### config.mk
export PLATFORM = sky130hd
export DESIGN_NAME = main_cu
export DESIGN_NICKNAME = d
export VERILOG_FILES = /design/src/design/main_cu_pkg.sv /design/src/design/sys_instr_decoder.sv /design/src/design/mem_maint_seq.sv /design/src/design/main_cu.sv
export SDC_FILE = /design/constraint.sdc
export NUM_CORES = 1
export LEC_CHECK = 0
export ABC_AREA = 1
export BUFFER_PORTS_ARGS = -buffer_cell sky130_fd_sc_hd__buf_2
export CORE_ASPECT_RATIO = 0.7
export CORE_MARGIN = 2
export CORE_UTILIZATION = 34
export CTS_BUF_LIST = sky130_fd_sc_hd__clkbuf_4 sky130_fd_sc_hd__clkbuf_8
export CTS_CLUSTER_SIZE = 24
export DETAILED_ROUTE_END_ITERATION = 7
export PLACE_DENSITY = 0.78
export SKIP_CTS_REPAIR_TIMING = 1
export SLEW_MARGIN = 30
export SYNTH_ARGS = -nofsm -noshare
export SYNTH_HDL_FRONTEND = slang
export SYNTH_SLANG_ARGS = --single-unit
### constraint.sdc
create_clock -name clk_i -period 4.2 [get_ports clk_i]
set_input_delay 0.63 -clock clk_i [delete_from_list [all_inputs] [get_ports clk_i]]
set_output_delay 0.63 -clock clk_i [all_outputs]
set_load 0.02 [all_outputs]
### src/design/main_cu_pkg.sv
// ~~~~~~~~~~~~~~~~~~~~~~~~~~~~~~~~~~~~~~~~~~~~~~~~~~~~~~~~~~~~
// Shared widths, opcodes and types of the main control unit
// Import with main_cu_pkg::* in the module header where needed
// Holds the TLB flush command encoding and the instruction union
// ~~~~~~~~~~~~~~~~~~~~~~~~~~~~~~~~~~~~~~~~~~~~~~~~~~~~~~~~~~~~
package main_cu_pkg;

	// Datapath widths
	localparam int ILEN     = 32;
	localparam int XLEN     = 64;
	localparam int ASID_LEN = 16;

	// Sv39 virtual page number from VA bits 38..12
	localparam int VPN_LEN  = 27;
	localparam int VPN_LSB  = 12;
	localparam int VPN_MSB  = VPN_LSB + VPN_LEN - 1;

	// Instruction field widths
	localparam int OPCODE_LEN   = 7;
	localparam int FUNCT3_LEN   = 3;
	localparam int FUNCT7_LEN   = 7;
	localparam int REG_ADDR_LEN = 5;

	// Major opcodes
	localparam logic [OPCODE_LEN-1:0] OPCODE_MISC_MEM = 7'b0001111;
	localparam logic [OPCODE_LEN-1:0] OPCODE_SYSTEM   = 7'b1110011;
	// Ordinary traffic that needs no maintenance
	localparam logic [OPCODE_LEN-1:0] OPCODE_BRANCH   = 7'b1100011;
	localparam logic [OPCODE_LEN-1:0] OPCODE_LOAD     = 7'b0000011;

	// Minor opcodes for the two system instructions
	localparam logic [FUNCT3_LEN-1:0] FUNCT3_FENCE_I    = 3'b001;
	localparam logic [FUNCT3_LEN-1:0] FUNCT3_PRIV       = 3'b000;
	localparam logic [FUNCT7_LEN-1:0] FUNCT7_SFENCE_VMA = 7'b0001001;

	// TLB flush command shared by L1 and L2 TLB
	typedef enum logic [2:0] {
		NoFlush       = 3'd0,
		FlushAll      = 3'd1,
		FlushAsid     = 3'd2,
		FlushPage     = 3'd3,
		FlushAsidPage = 3'd4
	} tlb_flush_e;

	// I-type layout as used by FENCE / FENCE.I
	typedef struct packed {
		logic [3:0]              fm;
		logic [3:0]              pred;
		logic [3:0]              succ;
		logic [REG_ADDR_LEN-1:0] rs1;
		logic [FUNCT3_LEN-1:0]   funct3;
		logic [REG_ADDR_LEN-1:0] rd;
		logic [OPCODE_LEN-1:0]   opcode;
	} fence_instr_t;

	// R-type layout as used by SFENCE.VMA
	typedef struct packed {
		logic [FUNCT7_LEN-1:0]   funct7;
		logic [REG_ADDR_LEN-1:0] rs2;
		logic [REG_ADDR_LEN-1:0] rs1;
		logic [FUNCT3_LEN-1:0]   funct3;
		logic [REG_ADDR_LEN-1:0] rd;
		logic [OPCODE_LEN-1:0]   opcode;
	} rtype_instr_t;

	// One word with two decodings
	typedef union packed {
		fence_instr_t fence;
		rtype_instr_t rtype;
	} instr_u;

endpackage

### src/design/sys_instr_decoder.sv
// ~~~~~~~~~~~~~~~~~~~~~~~~~~~~~~~~~~~~~~~~~~~~~~~~~~~~~~~~~~~~
// Combinational decode of FENCE.I and SFENCE.VMA
// Also gives the TLB flush type from the rs1/rs2 register fields
// ~~~~~~~~~~~~~~~~~~~~~~~~~~~~~~~~~~~~~~~~~~~~~~~~~~~~~~~~~~~~
`timescale 1ns/10ps

module sys_instr_decoder
	import main_cu_pkg::*;
(
	input  logic [ILEN-1:0] ins_i,

	output logic            is_fence_i_o,
	output logic            is_sfence_vma_o,
	output tlb_flush_e      flush_type_o
);

	instr_u ins;
	logic   rs1_zero;
	logic   rs2_zero;

	// Same bits seen through either view below
	assign ins = ins_i;

	// FENCE.I only needs opcode and funct3
	// fm/pred/succ are ignored on purpose
	assign is_fence_i_o = (ins.fence.opcode == OPCODE_MISC_MEM) &&
	                      (ins.fence.funct3 == FUNCT3_FENCE_I);

	// SFENCE.VMA needs rd at x0
	assign is_sfence_vma_o = (ins.rtype.opcode == OPCODE_SYSTEM) &&
	                         (ins.rtype.funct3 == FUNCT3_PRIV) &&
	                         (ins.rtype.funct7 == FUNCT7_SFENCE_VMA) &&
	                         (ins.rtype.rd == '0);

	// x0 checks look at register fields rather than operand values
	assign rs1_zero = (ins.rtype.rs1 == '0);
	assign rs2_zero = (ins.rtype.rs2 == '0);

	// Flush scope
	always_comb begin
		flush_type_o = NoFlush;
		if (is_sfence_vma_o) begin
			unique case ({rs1_zero, rs2_zero})
				// No address and no ASID flushes everything
				2'b11: flush_type_o = FlushAll;
				// ASID only
				2'b10: flush_type_o = FlushAsid;
				// Page in every address space
				2'b01: flush_type_o = FlushPage;
				// Page in one address space
				default: flush_type_o = FlushAsidPage;
			endcase
		end
	end

endmodule

### src/design/mem_maint_seq.sv
// ~~~~~~~~~~~~~~~~~~~~~~~~~~~~~~~~~~~~~~~~~~~~~~~~~~~~~~~~~~~~
// Memory maintenance sequencer for FENCE.I and SFENCE.VMA
// Started by a one-cycle pulse, answers with a one-cycle done
// FENCE.I syncs L1D to L2 until L2 done, then flushes memory
// SFENCE.VMA aborts and clears MSHRs, then sends one TLB flush
// ~~~~~~~~~~~~~~~~~~~~~~~~~~~~~~~~~~~~~~~~~~~~~~~~~~~~~~~~~~~~
`timescale 1ns/10ps

module mem_maint_seq
	import main_cu_pkg::*;
(
	input  logic                clk_i,
	input  logic                rst_n_i,

	// Start pulses from the control FSM
	input  logic                start_fence_i_i,
	input  logic                start_sfence_i,
	input  tlb_flush_e          flush_type_i,
	input  logic [XLEN-1:0]     rs1_data_i,
	input  logic [XLEN-1:0]     rs2_data_i,

	// Level from L2 that only matters during SYNC
	input  logic                l2c_update_done_i,

	output logic                done_o,

	// Memory system strobes
	output logic                mem_flush_o,
	output logic                mem_abort_o,
	output logic                mem_clr_l1tlb_mshr_o,
	output logic                mem_clr_l2tlb_mshr_o,
	output logic                mem_clear_dmshr_dregs_o,
	output logic                mem_synch_l1dc_l2c_o,

	// TLB flush command
	output tlb_flush_e          mem_l1tlb_flush_type_o,
	output tlb_flush_e          mem_l2tlb_flush_type_o,
	output logic [ASID_LEN-1:0] mem_flush_asid_o,
	output logic [VPN_LEN-1:0]  mem_flush_page_o
);

	typedef enum logic [2:0] {
		IDLE,
		SYNC,
		FLUSH,
		ABORT,
		TLBFL
	} seq_state_e;

	seq_state_e          state_q;
	seq_state_e          state_d;

	// Command captured at start
	tlb_flush_e          flush_type_q;
	logic [ASID_LEN-1:0] asid_q;
	logic [VPN_LEN-1:0]  page_q;

	// State register
	always_ff @(posedge clk_i or negedge rst_n_i) begin
		if (!rst_n_i) begin
			state_q <= IDLE;
		end else begin
			state_q <= state_d;
		end
	end

	// Payload captured on the SFENCE.VMA start pulse
	always_ff @(posedge clk_i) begin
		if (start_sfence_i) begin
			flush_type_q <= flush_type_i;
			// ASID from rs2, VPN from the rs1 virtual address
			asid_q       <= rs2_data_i[ASID_LEN-1:0];
			page_q       <= rs1_data_i[VPN_MSB:VPN_LSB];
		end
	end

	// Next state
	always_comb begin
		state_d = state_q;
		unique case (state_q)
			IDLE: begin
				if (start_fence_i_i) begin
					state_d = SYNC;
				end else if (start_sfence_i) begin
					state_d = ABORT;
				end
			end
			// Hold sync until L2 confirms write-back
			SYNC: begin
				if (l2c_update_done_i) begin
					state_d = FLUSH;
				end
			end
			FLUSH: state_d = IDLE;
			ABORT: state_d = TLBFL;
			TLBFL: state_d = IDLE;
			default: state_d = IDLE;
		endcase
	end

	// Moore outputs with one step per state
	assign mem_synch_l1dc_l2c_o    = (state_q == SYNC);
	assign mem_flush_o             = (state_q == FLUSH);

	// Abort and all MSHR clears go together
	assign mem_abort_o             = (state_q == ABORT);
	assign mem_clr_l1tlb_mshr_o    = (state_q == ABORT);
	assign mem_clr_l2tlb_mshr_o    = (state_q == ABORT);
	assign mem_clear_dmshr_dregs_o = (state_q == ABORT);

	// Same command to both TLB levels and zero outside TLBFL
	assign mem_l1tlb_flush_type_o  = (state_q == TLBFL) ? flush_type_q : NoFlush;
	assign mem_l2tlb_flush_type_o  = (state_q == TLBFL) ? flush_type_q : NoFlush;
	assign mem_flush_asid_o        = (state_q == TLBFL) ? asid_q : '0;
	assign mem_flush_page_o        = (state_q == TLBFL) ? page_q : '0;

	// Last step of either sequence
	assign done_o = (state_q == FLUSH) || (state_q == TLBFL);

endmodule

### src/design/main_cu.sv
// ~~~~~~~~~~~~~~~~~~~~~~~~~~~~~~~~~~~~~~~~~~~~~~~~~~~~~~~~~~~~
// Main control unit of the core
// Accepts front-end instructions, handles exceptions and
// launches FENCE.I / SFENCE.VMA memory maintenance
// Stall and flush outputs go to the rest of the pipeline
// ~~~~~~~~~~~~~~~~~~~~~~~~~~~~~~~~~~~~~~~~~~~~~~~~~~~~~~~~~~~~
`timescale 1ns/10ps

module main_cu
	import main_cu_pkg::*;
(
	input  logic                clk_i,
	input  logic                rst_n_i,

	// Front end
	input  logic                fe_valid_i,
	input  logic [ILEN-1:0]     fe_ins_i,
	input  logic                fe_except_raised_i,

	// Back end
	input  logic                be_stall_i,
	input  logic                be_flush_i,
	input  logic [XLEN-1:0]     be_rs1_data_i,
	input  logic [XLEN-1:0]     be_rs2_data_i,

	// Pipeline control
	output logic                stall_o,
	output logic                flush_o,

	// Memory system
	input  logic                mem_l2c_update_done_i,
	output logic                mem_flush_o,
	output logic                mem_abort_o,
	output logic                mem_clr_l1tlb_mshr_o,
	output logic                mem_clr_l2tlb_mshr_o,
	output logic                mem_clear_dmshr_dregs_o,
	output logic                mem_synch_l1dc_l2c_o,
	output tlb_flush_e          mem_l1tlb_flush_type_o,
	output tlb_flush_e          mem_l2tlb_flush_type_o,
	output logic [ASID_LEN-1:0] mem_flush_asid_o,
	output logic [VPN_LEN-1:0]  mem_flush_page_o
);

	typedef enum logic [1:0] {
		RESET,
		RUN,
		EXCEPT,
		MAINT
	} cu_state_e;

	cu_state_e  state_q;
	cu_state_e  state_d;

	logic       accept;
	logic       is_fence_i;
	logic       is_sfence_vma;
	tlb_flush_e flush_type;
	logic       start_fence_i;
	logic       start_sfence;
	logic       except_flush_q;
	logic       seq_done;

	sys_instr_decoder u_dec (
		.ins_i           (fe_ins_i),
		.is_fence_i_o    (is_fence_i),
		.is_sfence_vma_o (is_sfence_vma),
		.flush_type_o    (flush_type)
	);

	// Pipeline stalls in every state other than RUN and RESET
	assign stall_o = (state_q != RUN) && (state_q != RESET);

	// Instruction taken this cycle
	assign accept = fe_valid_i && !stall_o && !be_stall_i && (state_q == RUN);

	// Exception wins over decode
	assign start_fence_i = accept && !fe_except_raised_i && is_fence_i;
	assign start_sfence  = accept && !fe_except_raised_i && is_sfence_vma;

	always_ff @(posedge clk_i or negedge rst_n_i) begin
		if (!rst_n_i) begin
			state_q <= RESET;
		end else begin
			state_q <= state_d;
		end
	end

	// Control FSM
	always_comb begin
		state_d = state_q;
		unique case (state_q)
			// Single cycle after reset
			RESET: state_d = RUN;
			RUN: begin
				if (accept && fe_except_raised_i) begin
					state_d = EXCEPT;
				end else if (start_fence_i || start_sfence) begin
					state_d = MAINT;
				end
			end
			// One stall cycle while the flush goes out
			EXCEPT: state_d = RUN;
			// Sequence always runs to completion
			MAINT: begin
				if (seq_done) begin
					state_d = RUN;
				end
			end
			default: state_d = RUN;
		endcase
	end

	// Exception flush lands on T+1
	always_ff @(posedge clk_i or negedge rst_n_i) begin
		if (!rst_n_i) begin
			except_flush_q <= 1'b0;
		end else begin
			except_flush_q <= accept && fe_except_raised_i;
		end
	end

	// Back-end flush passes straight through
	assign flush_o = except_flush_q || be_flush_i;

	mem_maint_seq u_seq (
		.clk_i                   (clk_i),
		.rst_n_i                 (rst_n_i),
		.start_fence_i_i         (start_fence_i),
		.start_sfence_i          (start_sfence),
		.flush_type_i            (flush_type),
		.rs1_data_i              (be_rs1_data_i),
		.rs2_data_i              (be_rs2_data_i),
		.l2c_update_done_i       (mem_l2c_update_done_i),
		.done_o                  (seq_done),
		.mem_flush_o             (mem_flush_o),
		.mem_abort_o             (mem_abort_o),
		.mem_clr_l1tlb_mshr_o    (mem_clr_l1tlb_mshr_o),
		.mem_clr_l2tlb_mshr_o    (mem_clr_l2tlb_mshr_o),
		.mem_clear_dmshr_dregs_o (mem_clear_dmshr_dregs_o),
		.mem_synch_l1dc_l2c_o    (mem_synch_l1dc_l2c_o),
		.mem_l1tlb_flush_type_o  (mem_l1tlb_flush_type_o),
		.mem_l2tlb_flush_type_o  (mem_l2tlb_flush_type_o),
		.mem_flush_asid_o        (mem_flush_asid_o),
		.mem_flush_page_o        (mem_flush_page_o)
	);

endmodule

==> results of run 1 <==
-- logic make-up (layout without fill, tap and decap cells) --
family                   after synthesis  in the layout  synth area share [%]
AO/OA/AOI/OAI                          2              2                0.5189
adder cells (fa/ha/maj)                1              1                0.5189
flip-flops                            52             52                 63.52
buffers and inverters                 81            215                 14.11
AND/OR/NAND/NOR                      114            114                 21.33
-- final cells by class --
cell class,instances,area [sq um]
Fill cell,657,3521
Sequential cell,52,1531
Timing Repair Buffer,139,698.2
Multi-Input combinational cell,117,563.0
Inverter,69,259.0
Tap cell,94,117.6
Clock buffer,5,68.82
Clock inverter,2,60.06
-- per-stage QoR --
| step | power, uW | area, sq um | instances | utilization, % |
|---|---|---|---|---|
| after detailed placement | 627.8 | 3162 | 471 | 46.37 |
| after CTS | 1021 | 3291 | 478 | 48.26 |
| after global routing | 1045 | 3298 | 478 | 48.37 |
| final | 1007 | 3298 | 478 | 48.37 |
| after global placement | 624.8 | 3162 | 471 | 46.37 |
| after floorplan | 584.3 | 2416 | 250 | - |
-- placed cells by master (no fill, tap or decap) --
| master | instances |
|---|---|
| nor2_1 | 71 |
| clkbuf_8 | 5 |
| inv_2 | 1 |
| dfrtp_1 | 6 |
| nor3_1 | 6 |
| nand3_4 | 1 |
| nand2_1 | 17 |
| inv_1 | 68 |
| nor4_1 | 1 |
| buf_2 | 138 |
| buf_4 | 1 |
| o21ai_1 | 1 |
| nor3_4 | 1 |
| ha_1 | 1 |
| or2_2 | 1 |
| nor2_4 | 3 |
| o21a_1 | 1 |
| nand4_1 | 3 |
| nand3_1 | 5 |
| nor3b_1 | 1 |
| nand3b_4 | 1 |
| nand2_2 | 1 |
| nand3_2 | 2 |
| bufinv_16 | 2 |
| edfxtp_1 | 46 |
-- per-layer routing --
layer  GRT usage (%)  vias up  wire length, um
li1                -     1014                -
met1           17.70      835             2342
met2           24.55       76             2656
met3           4.207        4              348
met4           3.111        0               20
met5               0        -                0
-- sequential cells by signal (all words and copies together), names as in the netlist --
register            count
u_seq.flush_type_q      3
u_seq.asid_q           16
state_q                 2
except_flush_q          1
u_seq.state_q           3
u_seq.page_q           27
-- synthesized netlist by cell type, drive strengths merged --
| library cell | number | area (sq um) |
|---|---|---|
| buf | 11 | 77.57 |
| clkbuf | 1 | 3.750 |
| dfrtp | 6 | 150.1 |
| edfxtp | 46 | 1381 |
| ha | 1 | 12.51 |
| inv | 69 | 259.0 |
| nand2 | 18 | 70.07 |
| nand3 | 8 | 50.05 |
| nand3b | 1 | 20.02 |
| nand4 | 3 | 18.77 |
| nor2 | 74 | 300.3 |
| nor3 | 7 | 35.03 |
| nor3b | 1 | 7.510 |
| nor4 | 1 | 6.260 |
| o21a | 1 | 7.510 |
| o21ai | 1 | 5.000 |
| or2 | 1 | 6.260 |
-- worst max path at each step --
stage	start	to	slack [ns]	depth (start not counted)
2_1_floorplan	fe_ins_i[27]	u_seq.asid_q[0]$_DFFE_PP_	0.87	5
3_5_place_dp	u_seq.state_q[0]$_DFFE_PN0P_	mem_l2tlb_flush_type_o[0]	1.66	4
5_1_grt	u_seq.state_q[0]$_DFFE_PN0P_	mem_l2tlb_flush_type_o[2]	1.57	4
3_3_place_gp	fe_ins_i[30]	u_seq.page_q[22]$_DFFE_PP_	1.71	6
6_report	u_seq.state_q[0]$_DFFE_PN0P_	mem_l2tlb_flush_type_o[0]	1.75	4
4_1_cts	u_seq.state_q[0]$_DFFE_PN0P_	mem_l2tlb_flush_type_o[0]	1.33	4
-- worst max-delay path: cells and delay by family, from the launching register on --
| kind | cells | cell delay, ns |
|---|---|---|
| and+or+nand+nor | 2 | 0.72 |
| buffers and inverters | 2 | 0.36 |
| DFF | 1 | 0.42 |
-- power breakdown --
part | switching (uW) | internal [uW]
Clock | 157 | 235
Sequential | 0 | 561
Combinational | 22.7 | 31.6
Total | 180 | 827
==> impl_metrics.py, run 1 <==
metrics = {
    "run": {
        "drv_cap": 0,
    },
    "synthesis": {
        "syn_area_sq_um": 2411,
        "ys_warn_count": 0,
        "ys_ff_latch": 52,
        "ys_seq_area_share_pct": 63.52,
        "avgSynthCellArea_sq_um": 9.644,
        "synth.distinct_cells": 22,
        "syn_inst": 250,
        "syn_nets": 418,
    },
    "grt": {
        "grt_pass1_vias": 1802,
        "antenna_found_initial": 0,
        "grt_overflow_total": 0,
        "grt_first_pass_wirelength_mm": 8.535,
        "grt_usage_pct": 14.06,
        "grt_max_degree": 48,
    },
    "timing": {
        "maxSlewViolCount": 0,
        "fin_ws_ns": 1.746,
        "final.setup.tns_ns": 0,
        "worst_slew_pin_slew_ns": 0.5915,
        "grt_setup_unrepaired": "no",
        "fmax_mhz": 407.6,
        "fin_skew_ns": 0.005473,
        "fin_crit_ns": 2.454,
        "finalSetupViolCount": 0,
        "timing.final.crit_share_pct": 58.42,
        "hold_viol": 0,
        "hold_ws_ns": 0.1438,
        "slew_headroom_pct": 60.57,
    },
    "worst_setup_path": {
        "endpoint_kind": "output pin",
        "cp-start-kind": "flip-flop",
        "slowest_delay_ns": 0.42,
        "crit_slowest_cell": "dfrtp_1",
        "arrival_ns": 1.82,
        "rrSetupSlack_ns": 2.41,
        "critical_path.max_fanout": 47,
        "r2r_cells": 4,
        "rr_endpoint": "u_seq.asid_q[5]$_DFFE_PP_",
        "path_class": "flip-flop to output pin",
        "crit_chain": "inv_1 > nand3_4 > nor2_1 > buf_2",
        "crit_required_ns": 3.57,
        "r2r-start": "state_q[1]$_DFFE_PN0P_",
    },
    "clock_tree": {
        "cts_max_level": 2,
        "clk_pin_slew_ns": 0.09,
        "clock-sinks": 52,
        "cts_made_buffers": 5,
        "cts_max_path_buffers": 2,
        "clk_latency_ns": 0.30,
        "cts_tree": "yes",
        "cts-root-buf": "clkbuf_8",
    },
    "detailed_routing": {
        "drt-total-wl_mm": 5.367,
        "drtPass1Iterations": 4,
        "drtIter0Drc": 124,
        "wl_per_cell_um": 11.23,
        "via_count": 1929,
        "vias_per_cell": 4.036,
        "ant_nets": 0,
        "drc": 0,
    },
    "floorplan": {
        "start_util_pct": 35.36,
        "fp-row-count": 25,
        "die-width_um": 104.7,
        "die_y_um": 74.46,
        "ios": 224,
        "core_sq_um": 6819,
        "die-area_sq_um": 7792,
    },
    "pwr": {
        "power.leakage_uw": 0.001824,
        "power_density_nw_per_um2": 305.3,
        "vdd_drop_max_uv": 205.4,
    },
    "place": {
        "finalWeightedCongestion": 0.7473,
        "pre_cts_ws_ns": 1.665,
        "port_buffers": 138,
        "hpwlAfterDp_mm": 4.201,
    },
    "status": {
        "outcome": "finished clean",
    },
    "final_layout": {
        "antenna_cells": 0,
        "fin_nets": 552,
        "drive_gt1_share_pct": 40.89,
        "syn_to_final_growth_pct": 36.79,
    },
    "worst_hold_path": {
        "hp-class": "input pin to asynchronous set/reset pin",
    },
}
No activity file was read; power rests on OpenSTA's default activity.
==> inputs of run 2 (changes only) <==
==> constraint.sdc (replaced) <==
create_clock -name clk_i -period 2.06 [get_ports clk_i]
set_input_delay 0.309 -clock clk_i [delete_from_list [all_inputs] [get_ports clk_i]]
set_output_delay 0.309 -clock clk_i [all_outputs]
set_load 0.02 [all_outputs]
==> impl_metrics.py, run 2 (synthesized netlist as in run 1, its figures left out) <==
metrics = {
    "status": {
        "outcome": "finished clean",
    },
    "place": {
        "finalWeightedCongestion": 0.8013,
        "pre_cts_ws_ns": 0.2677,
        "port_buffers": 138,
        "hpwlAfterDp_mm": 4.593,
    },
    "timing": {
        "fin_crit_ns": 1.817,
        "slew_headroom_pct": 79.10,
        "maxSlewViolCount": 0,
        "finalSetupViolCount": 0,
        "worst_slew_pin_slew_ns": 0.3111,
        "fin_ws_ns": 0.2426,
        "hold_viol": 0,
        "grt_setup_unrepaired": "no",
        "fmax_mhz": 550.2,
        "timing.final.crit_share_pct": 88.23,
        "fin_skew_ns": 0.005702,
    },
    "worst_setup_path": {
        "crit_cells": 5,
        "critical_path.max_fanout": 24,
        "slowest_delay_ns": 0.42,
        "crit_slowest_cell": "dfrtp_1",
        "r2r_cells": 4,
        "crit_chain": "inv_1 > nand3_2 > buf_4 > nor2_1 > buf_2",
        "rrSetupSlack_ns": 0.50,
        "critical_path_buf_inv_count": 3,
        "critPathLaunch": "u_seq.state_q[0]$_DFFE_PN0P_",
        "path_class": "flip-flop to output pin",
        "crit_end": "mem_l2tlb_flush_type_o[0]",
        "endpoint_kind": "output pin",
        "critical_path.top_delay_family": "buffers and inverters",
        "arrival_ns": 1.51,
        "r2r-start": "state_q[1]$_DFFE_PN0P_",
        "cp-start-kind": "flip-flop",
        "rr_endpoint": "u_seq.asid_q[14]$_DFFE_PP_",
        "crit_required_ns": 1.75,
    },
    "detailed_routing": {
        "drc": 0,
        "wl_per_cell_um": 11.74,
        "via_count": 2005,
        "drtPass1Iterations": 4,
        "ant_nets": 0,
        "drtIter0Drc": 50,
        "vias_per_cell": 4.143,
        "drt-total-wl_mm": 5.680,
    },
    "grt": {
        "grt_pass1_vias": 1911,
        "antenna_found_initial": 0,
        "grt_first_pass_wirelength_mm": 8.562,
        "grt_max_degree": 29,
        "grt_overflow_total": 0,
        "grt_usage_pct": 14.01,
    },
    "clock_tree": {
        "cts_made_buffers": 5,
        "cts_tree": "yes",
        "clk_latency_ns": 0.30,
        "cts_max_path_buffers": 2,
        "clk_pin_slew_ns": 0.11,
        "clock-sinks": 52,
        "cts-root-buf": "clkbuf_8",
        "cts_max_level": 2,
    },
    "pwr": {
        "power.leakage_uw": 0.001833,
        "power_uw": 1871,
        "power_density_nw_per_um2": 559.6,
        "vdd_drop_max_uv": 333.7,
    },
    "final_layout": {
        "syn_to_final_growth_pct": 38.71,
        "largest_register_ffs": 27,
        "final_cell_mix": "buf_2, nor2_1, inv_1, edfxtp_1, nand2_1",
        "antenna_cells": 0,
        "top_regs": "u_seq.page_q: 27 flops, u_seq.asid_q: 16 flops",
        "regMostFlops": "u_seq.page_q",
        "fin_nets": 557,
        "final_common_cell": "buf_2",
        "drive_gt1_share_pct": 43.33,
    },
    "floorplan": {
        "core_sq_um": 6819,
        "start_util_pct": 35.36,
        "ios": 224,
        "die_y_um": 74.46,
        "fp-row-count": 25,
        "die-width_um": 104.7,
        "die-area_sq_um": 7792,
    },
    "run": {
        "drv_cap": 0,
    },
    "worst_hold_path": {
        "hp-class": "input pin to flip-flop",
    },
}
## run 2: cell type report
cell class / instances / area [sq um]
fillers: 683 / 3475
multi-input cells: 117 / 576.8
well taps: 94 / 117.6
flip-flops and latches: 52 / 1531
inverters: 69 / 259.0
clock buffers: 5 / 68.82
repair buffers: 144 / 763.2
clock inverters: 3 / 27.53
## run 2: per-layer routing
metal | GRT usage, % | up-vias | routed length, um
met5 | 0 | - | 0
met4 | 3.111 | 0 | 32
met3 | 3.856 | 2 | 388
met2 | 26.51 | 80 | 2947
met1 | 16.26 | 902 | 2312
li1 | - | 1021 | -
## run 2: worst min path at each step
stage	cells past startpoint	slack (ns)	from	to
floorplan	0	0.01	rst_n_i	except_flush_q$_DFF_PN0_
global placement	1	0.14	rst_n_i	u_seq.state_q[2]$_DFFE_PN0P_
detailed placement	1	0.14	rst_n_i	u_seq.state_q[1]$_DFFE_PN0P_
CTS	1	-0.19	rst_n_i	u_seq.state_q[0]$_DFFE_PN0P_
global route	1	0.15	be_rs2_data_i[7]	u_seq.asid_q[7]$_DFFE_PP_
finish	1	0.17	be_rs1_data_i[27]	u_seq.page_q[15]$_DFFE_PP_
## run 2: stage by stage
stage	util (%)	instances	setup TNS (ns)	cell area, sq um	hold WS [ns]
final	49.05	484	0	3344	0.1706
after global routing	49.05	484	0	3344	0.1537
after CTS	48.90	483	0	3334	-0.1928
after detailed placement	47.49	475	0	3238	0.1430
after global placement	47.49	475	0	3238	0.1379
after floorplan	-	250	-12.73	2444	0.01341
## run 2: power by group
group          total, uW  internal [uW]  switching (uW)
clock network        610            250             360
logic                117           66.8            50.4
registers           1140           1140               0
==> inputs of run 3 (changes only) <==
--- a/config.mk
+++ b/config.mk
@@ -7,14 +7,13 @@
 export LEC_CHECK = 0
 export ABC_AREA = 1
 export BUFFER_PORTS_ARGS = -buffer_cell sky130_fd_sc_hd__buf_2
-export CORE_ASPECT_RATIO = 0.7
 export CORE_MARGIN = 2
-export CORE_UTILIZATION = 34
-export CTS_BUF_LIST = sky130_fd_sc_hd__clkbuf_4 sky130_fd_sc_hd__clkbuf_8
+export CORE_UTILIZATION = 33
 export CTS_CLUSTER_SIZE = 24
 export DETAILED_ROUTE_END_ITERATION = 7
-export PLACE_DENSITY = 0.78
+export PLACE_DENSITY = 0.76
 export SKIP_CTS_REPAIR_TIMING = 1
+export SKIP_LAST_GASP = 1
 export SLEW_MARGIN = 30
 export SYNTH_ARGS = -nofsm -noshare
 export SYNTH_HDL_FRONTEND = slang
==> impl_metrics.py, run 3 (synthesized netlist as in run 1, its figures left out) <==
metrics = {
    "status": {
        "outcome": "finished clean",
    },
    "detailed_routing": {
        "wl_per_cell_um": 11.37,
        "ant_nets": 0,
        "drc": 0,
        "drtPass1Iterations": 4,
        "drtIter0Drc": 50,
        "vias_per_cell": 4.117,
        "via_count": 2013,
        "drt-total-wl_mm": 5.562,
    },
    "worst_setup_path": {
        "critPathLaunch": "u_seq.state_q[0]$_DFFE_PN0P_",
        "rrSetupSlack_ns": 0.51,
        "r2r_cells": 4,
        "crit_required_ns": 1.75,
        "crit_chain": "inv_1 > nand3_4 > buf_12 > nor2_1 > buf_2",
        "arrival_ns": 1.52,
        "cp-start-kind": "flip-flop",
        "rr_endpoint": "u_seq.asid_q[15]$_DFFE_PP_",
        "crit_slowest_cell": "dfrtp_1",
        "slowest_delay_ns": 0.42,
        "path_class": "flip-flop to output pin",
        "endpoint_kind": "output pin",
        "r2r-start": "state_q[1]$_DFFE_PN0P_",
        "critical_path.max_fanout": 16,
    },
    "floorplan": {
        "die-width_um": 89.48,
        "ios": 224,
        "die-area_sq_um": 8006,
        "start_util_pct": 33.60,
        "die_y_um": 89.48,
        "core_sq_um": 7176,
        "fp-row-count": 31,
    },
    "pwr": {
        "switchingPower_uw": 376.8,
        "p_clk_share_pct": 35.5,
        "p_seq_share_pct": 58.5,
        "pwr-share-comb_pct": 6.0,
        "power_density_nw_per_um2": 575.4,
        "p_sw_share_pct": 19.27,
        "power.leakage_uw": 0.001856,
        "internal_power_uw": 1578,
        "vdd_drop_max_uv": 262.5,
    },
    "timing": {
        "fin_skew_ns": 0.008514,
        "fin_crit_ns": 1.826,
        "slew_headroom_pct": 75.08,
        "worst_slew_pin_slew_ns": 0.3710,
        "hold_viol": 0,
        "timing.final.crit_share_pct": 88.66,
        "maxSlewViolCount": 0,
        "grt_setup_unrepaired": "no",
        "finalSetupViolCount": 0,
        "fin_ws_ns": 0.2336,
        "fmax_mhz": 547.5,
    },
    "final_layout": {
        "syn_to_final_growth_pct": 40.94,
        "fin_nets": 557,
        "final_cell_mix": "buf_2, nor2_1, inv_1, edfxtp_1, nand2_1",
        "top_regs": "u_seq.page_q: 27 flops, u_seq.asid_q: 16 flops",
        "antenna_cells": 0,
        "fillers": 685,
        "regArea_sq_um": 1531,
        "drive_gt1_share_pct": 43.08,
        "multiInputGateArea_sq_um": 584.3,
        "final_common_cell": "buf_2",
        "stdcell_count": 489,
        "regMostFlops": "u_seq.page_q",
        "design_area_sq_um": 3398,
        "largest_register_ffs": 27,
    },
    "place": {
        "finalWeightedCongestion": 0.7618,
        "port_buffers": 138,
        "dp_cells": 478,
        "placed_cell_area_sq_um": 3242,
        "pre_cts_ws_ns": 0.1435,
        "hpwlAfterDp_mm": 4.534,
    },
    "grt": {
        "grt_max_degree": 30,
        "antenna_found_initial": 0,
        "grt_pass1_vias": 1861,
        "grt_first_pass_wirelength_mm": 8.052,
        "grt_overflow_total": 0,
        "grt_usage_pct": 13.13,
    },
    "clock_tree": {
        "cts_made_buffers": 5,
        "clk_latency_ns": 0.29,
        "cts_tree": "yes",
        "clk_pin_slew_ns": 0.10,
        "clock-sinks": 52,
        "cts-root-buf": "clkbuf_8",
        "cts_max_path_buffers": 2,
        "cts_max_level": 2,
    },
    "worst_hold_path": {
        "hp-class": "input pin to flip-flop",
        "hold_end": "u_seq.asid_q[11]$_DFFE_PP_",
        "hp-start": "be_rs2_data_i[11]",
        "hold_depth": 1,
    },
    "run": {
        "drv_cap": 0,
    },
}
## run 3: through the flow
step                setup TNS, ns  util (%)  hold slack, ns  power, uW
floorplan                  -12.73         -         0.01341       1193
global placement                0     45.18          0.1383       1278
detailed placement              0     45.18          0.1447       1285
CTS                        -1.416     46.73         -0.1897       1988
global route                    0     47.36          0.1592       2036
finish                          0     47.36          0.1781       1955
## run 3: final cells by class
cell class              instances  share of cell area (%)
clock buffers                   6                   2.135
repair buffers                144                   23.20
multi-input cells             117                   17.19
inverters                      69                   7.621
flip-flops and latches         52                   45.07
clock inverters                 2                   1.141
well taps                      99                   3.645
## run 3: power groups by stage
stage | combinational (uW) | sequential, uW | clock [uW]
after global placement | 110 | 1170 | 0
after detailed placement | 116 | 1170 | 0
after CTS | 117 | 1140 | 727
after global routing | 131 | 1140 | 761
after floorplan | 24.6 | 1170 | 0
final | 117 | 1140 | 694
## run 3: worst max path at each step
stage	endpoint	slack, ns	depth (start not counted)
floorplan	u_seq.asid_q[0]$_DFFE_PP_	-0.28	3
global placement	u_seq.asid_q[3]$_DFFE_PP_	0.21	7
detailed placement	u_seq.page_q[14]$_DFFE_PP_	0.14	7
CTS	mem_flush_page_o[16]	-0.07	5
global route	mem_l1tlb_flush_type_o[2]	0.12	5
finish	mem_l1tlb_flush_type_o[0]	0.23	5
## run 3: layer usage
metal / wire [um] / vias up / track usage [%]
li1: - / 1027 / -
met1: 2217 / 881 / 14.64
met2: 2786 / 101 / 24.51
met3: 505 / 4 / 3.693
met4: 52 / 0 / 3.256
met5: 0 / - / 0
## run 3: worst max-delay path, delay by kind of cell (launching register included)
kind | cells | cell delay [ns]
and+or+nand+nor | 2 | 0.27
DFF | 1 | 0.42
buffers and inverters | 3 | 0.52
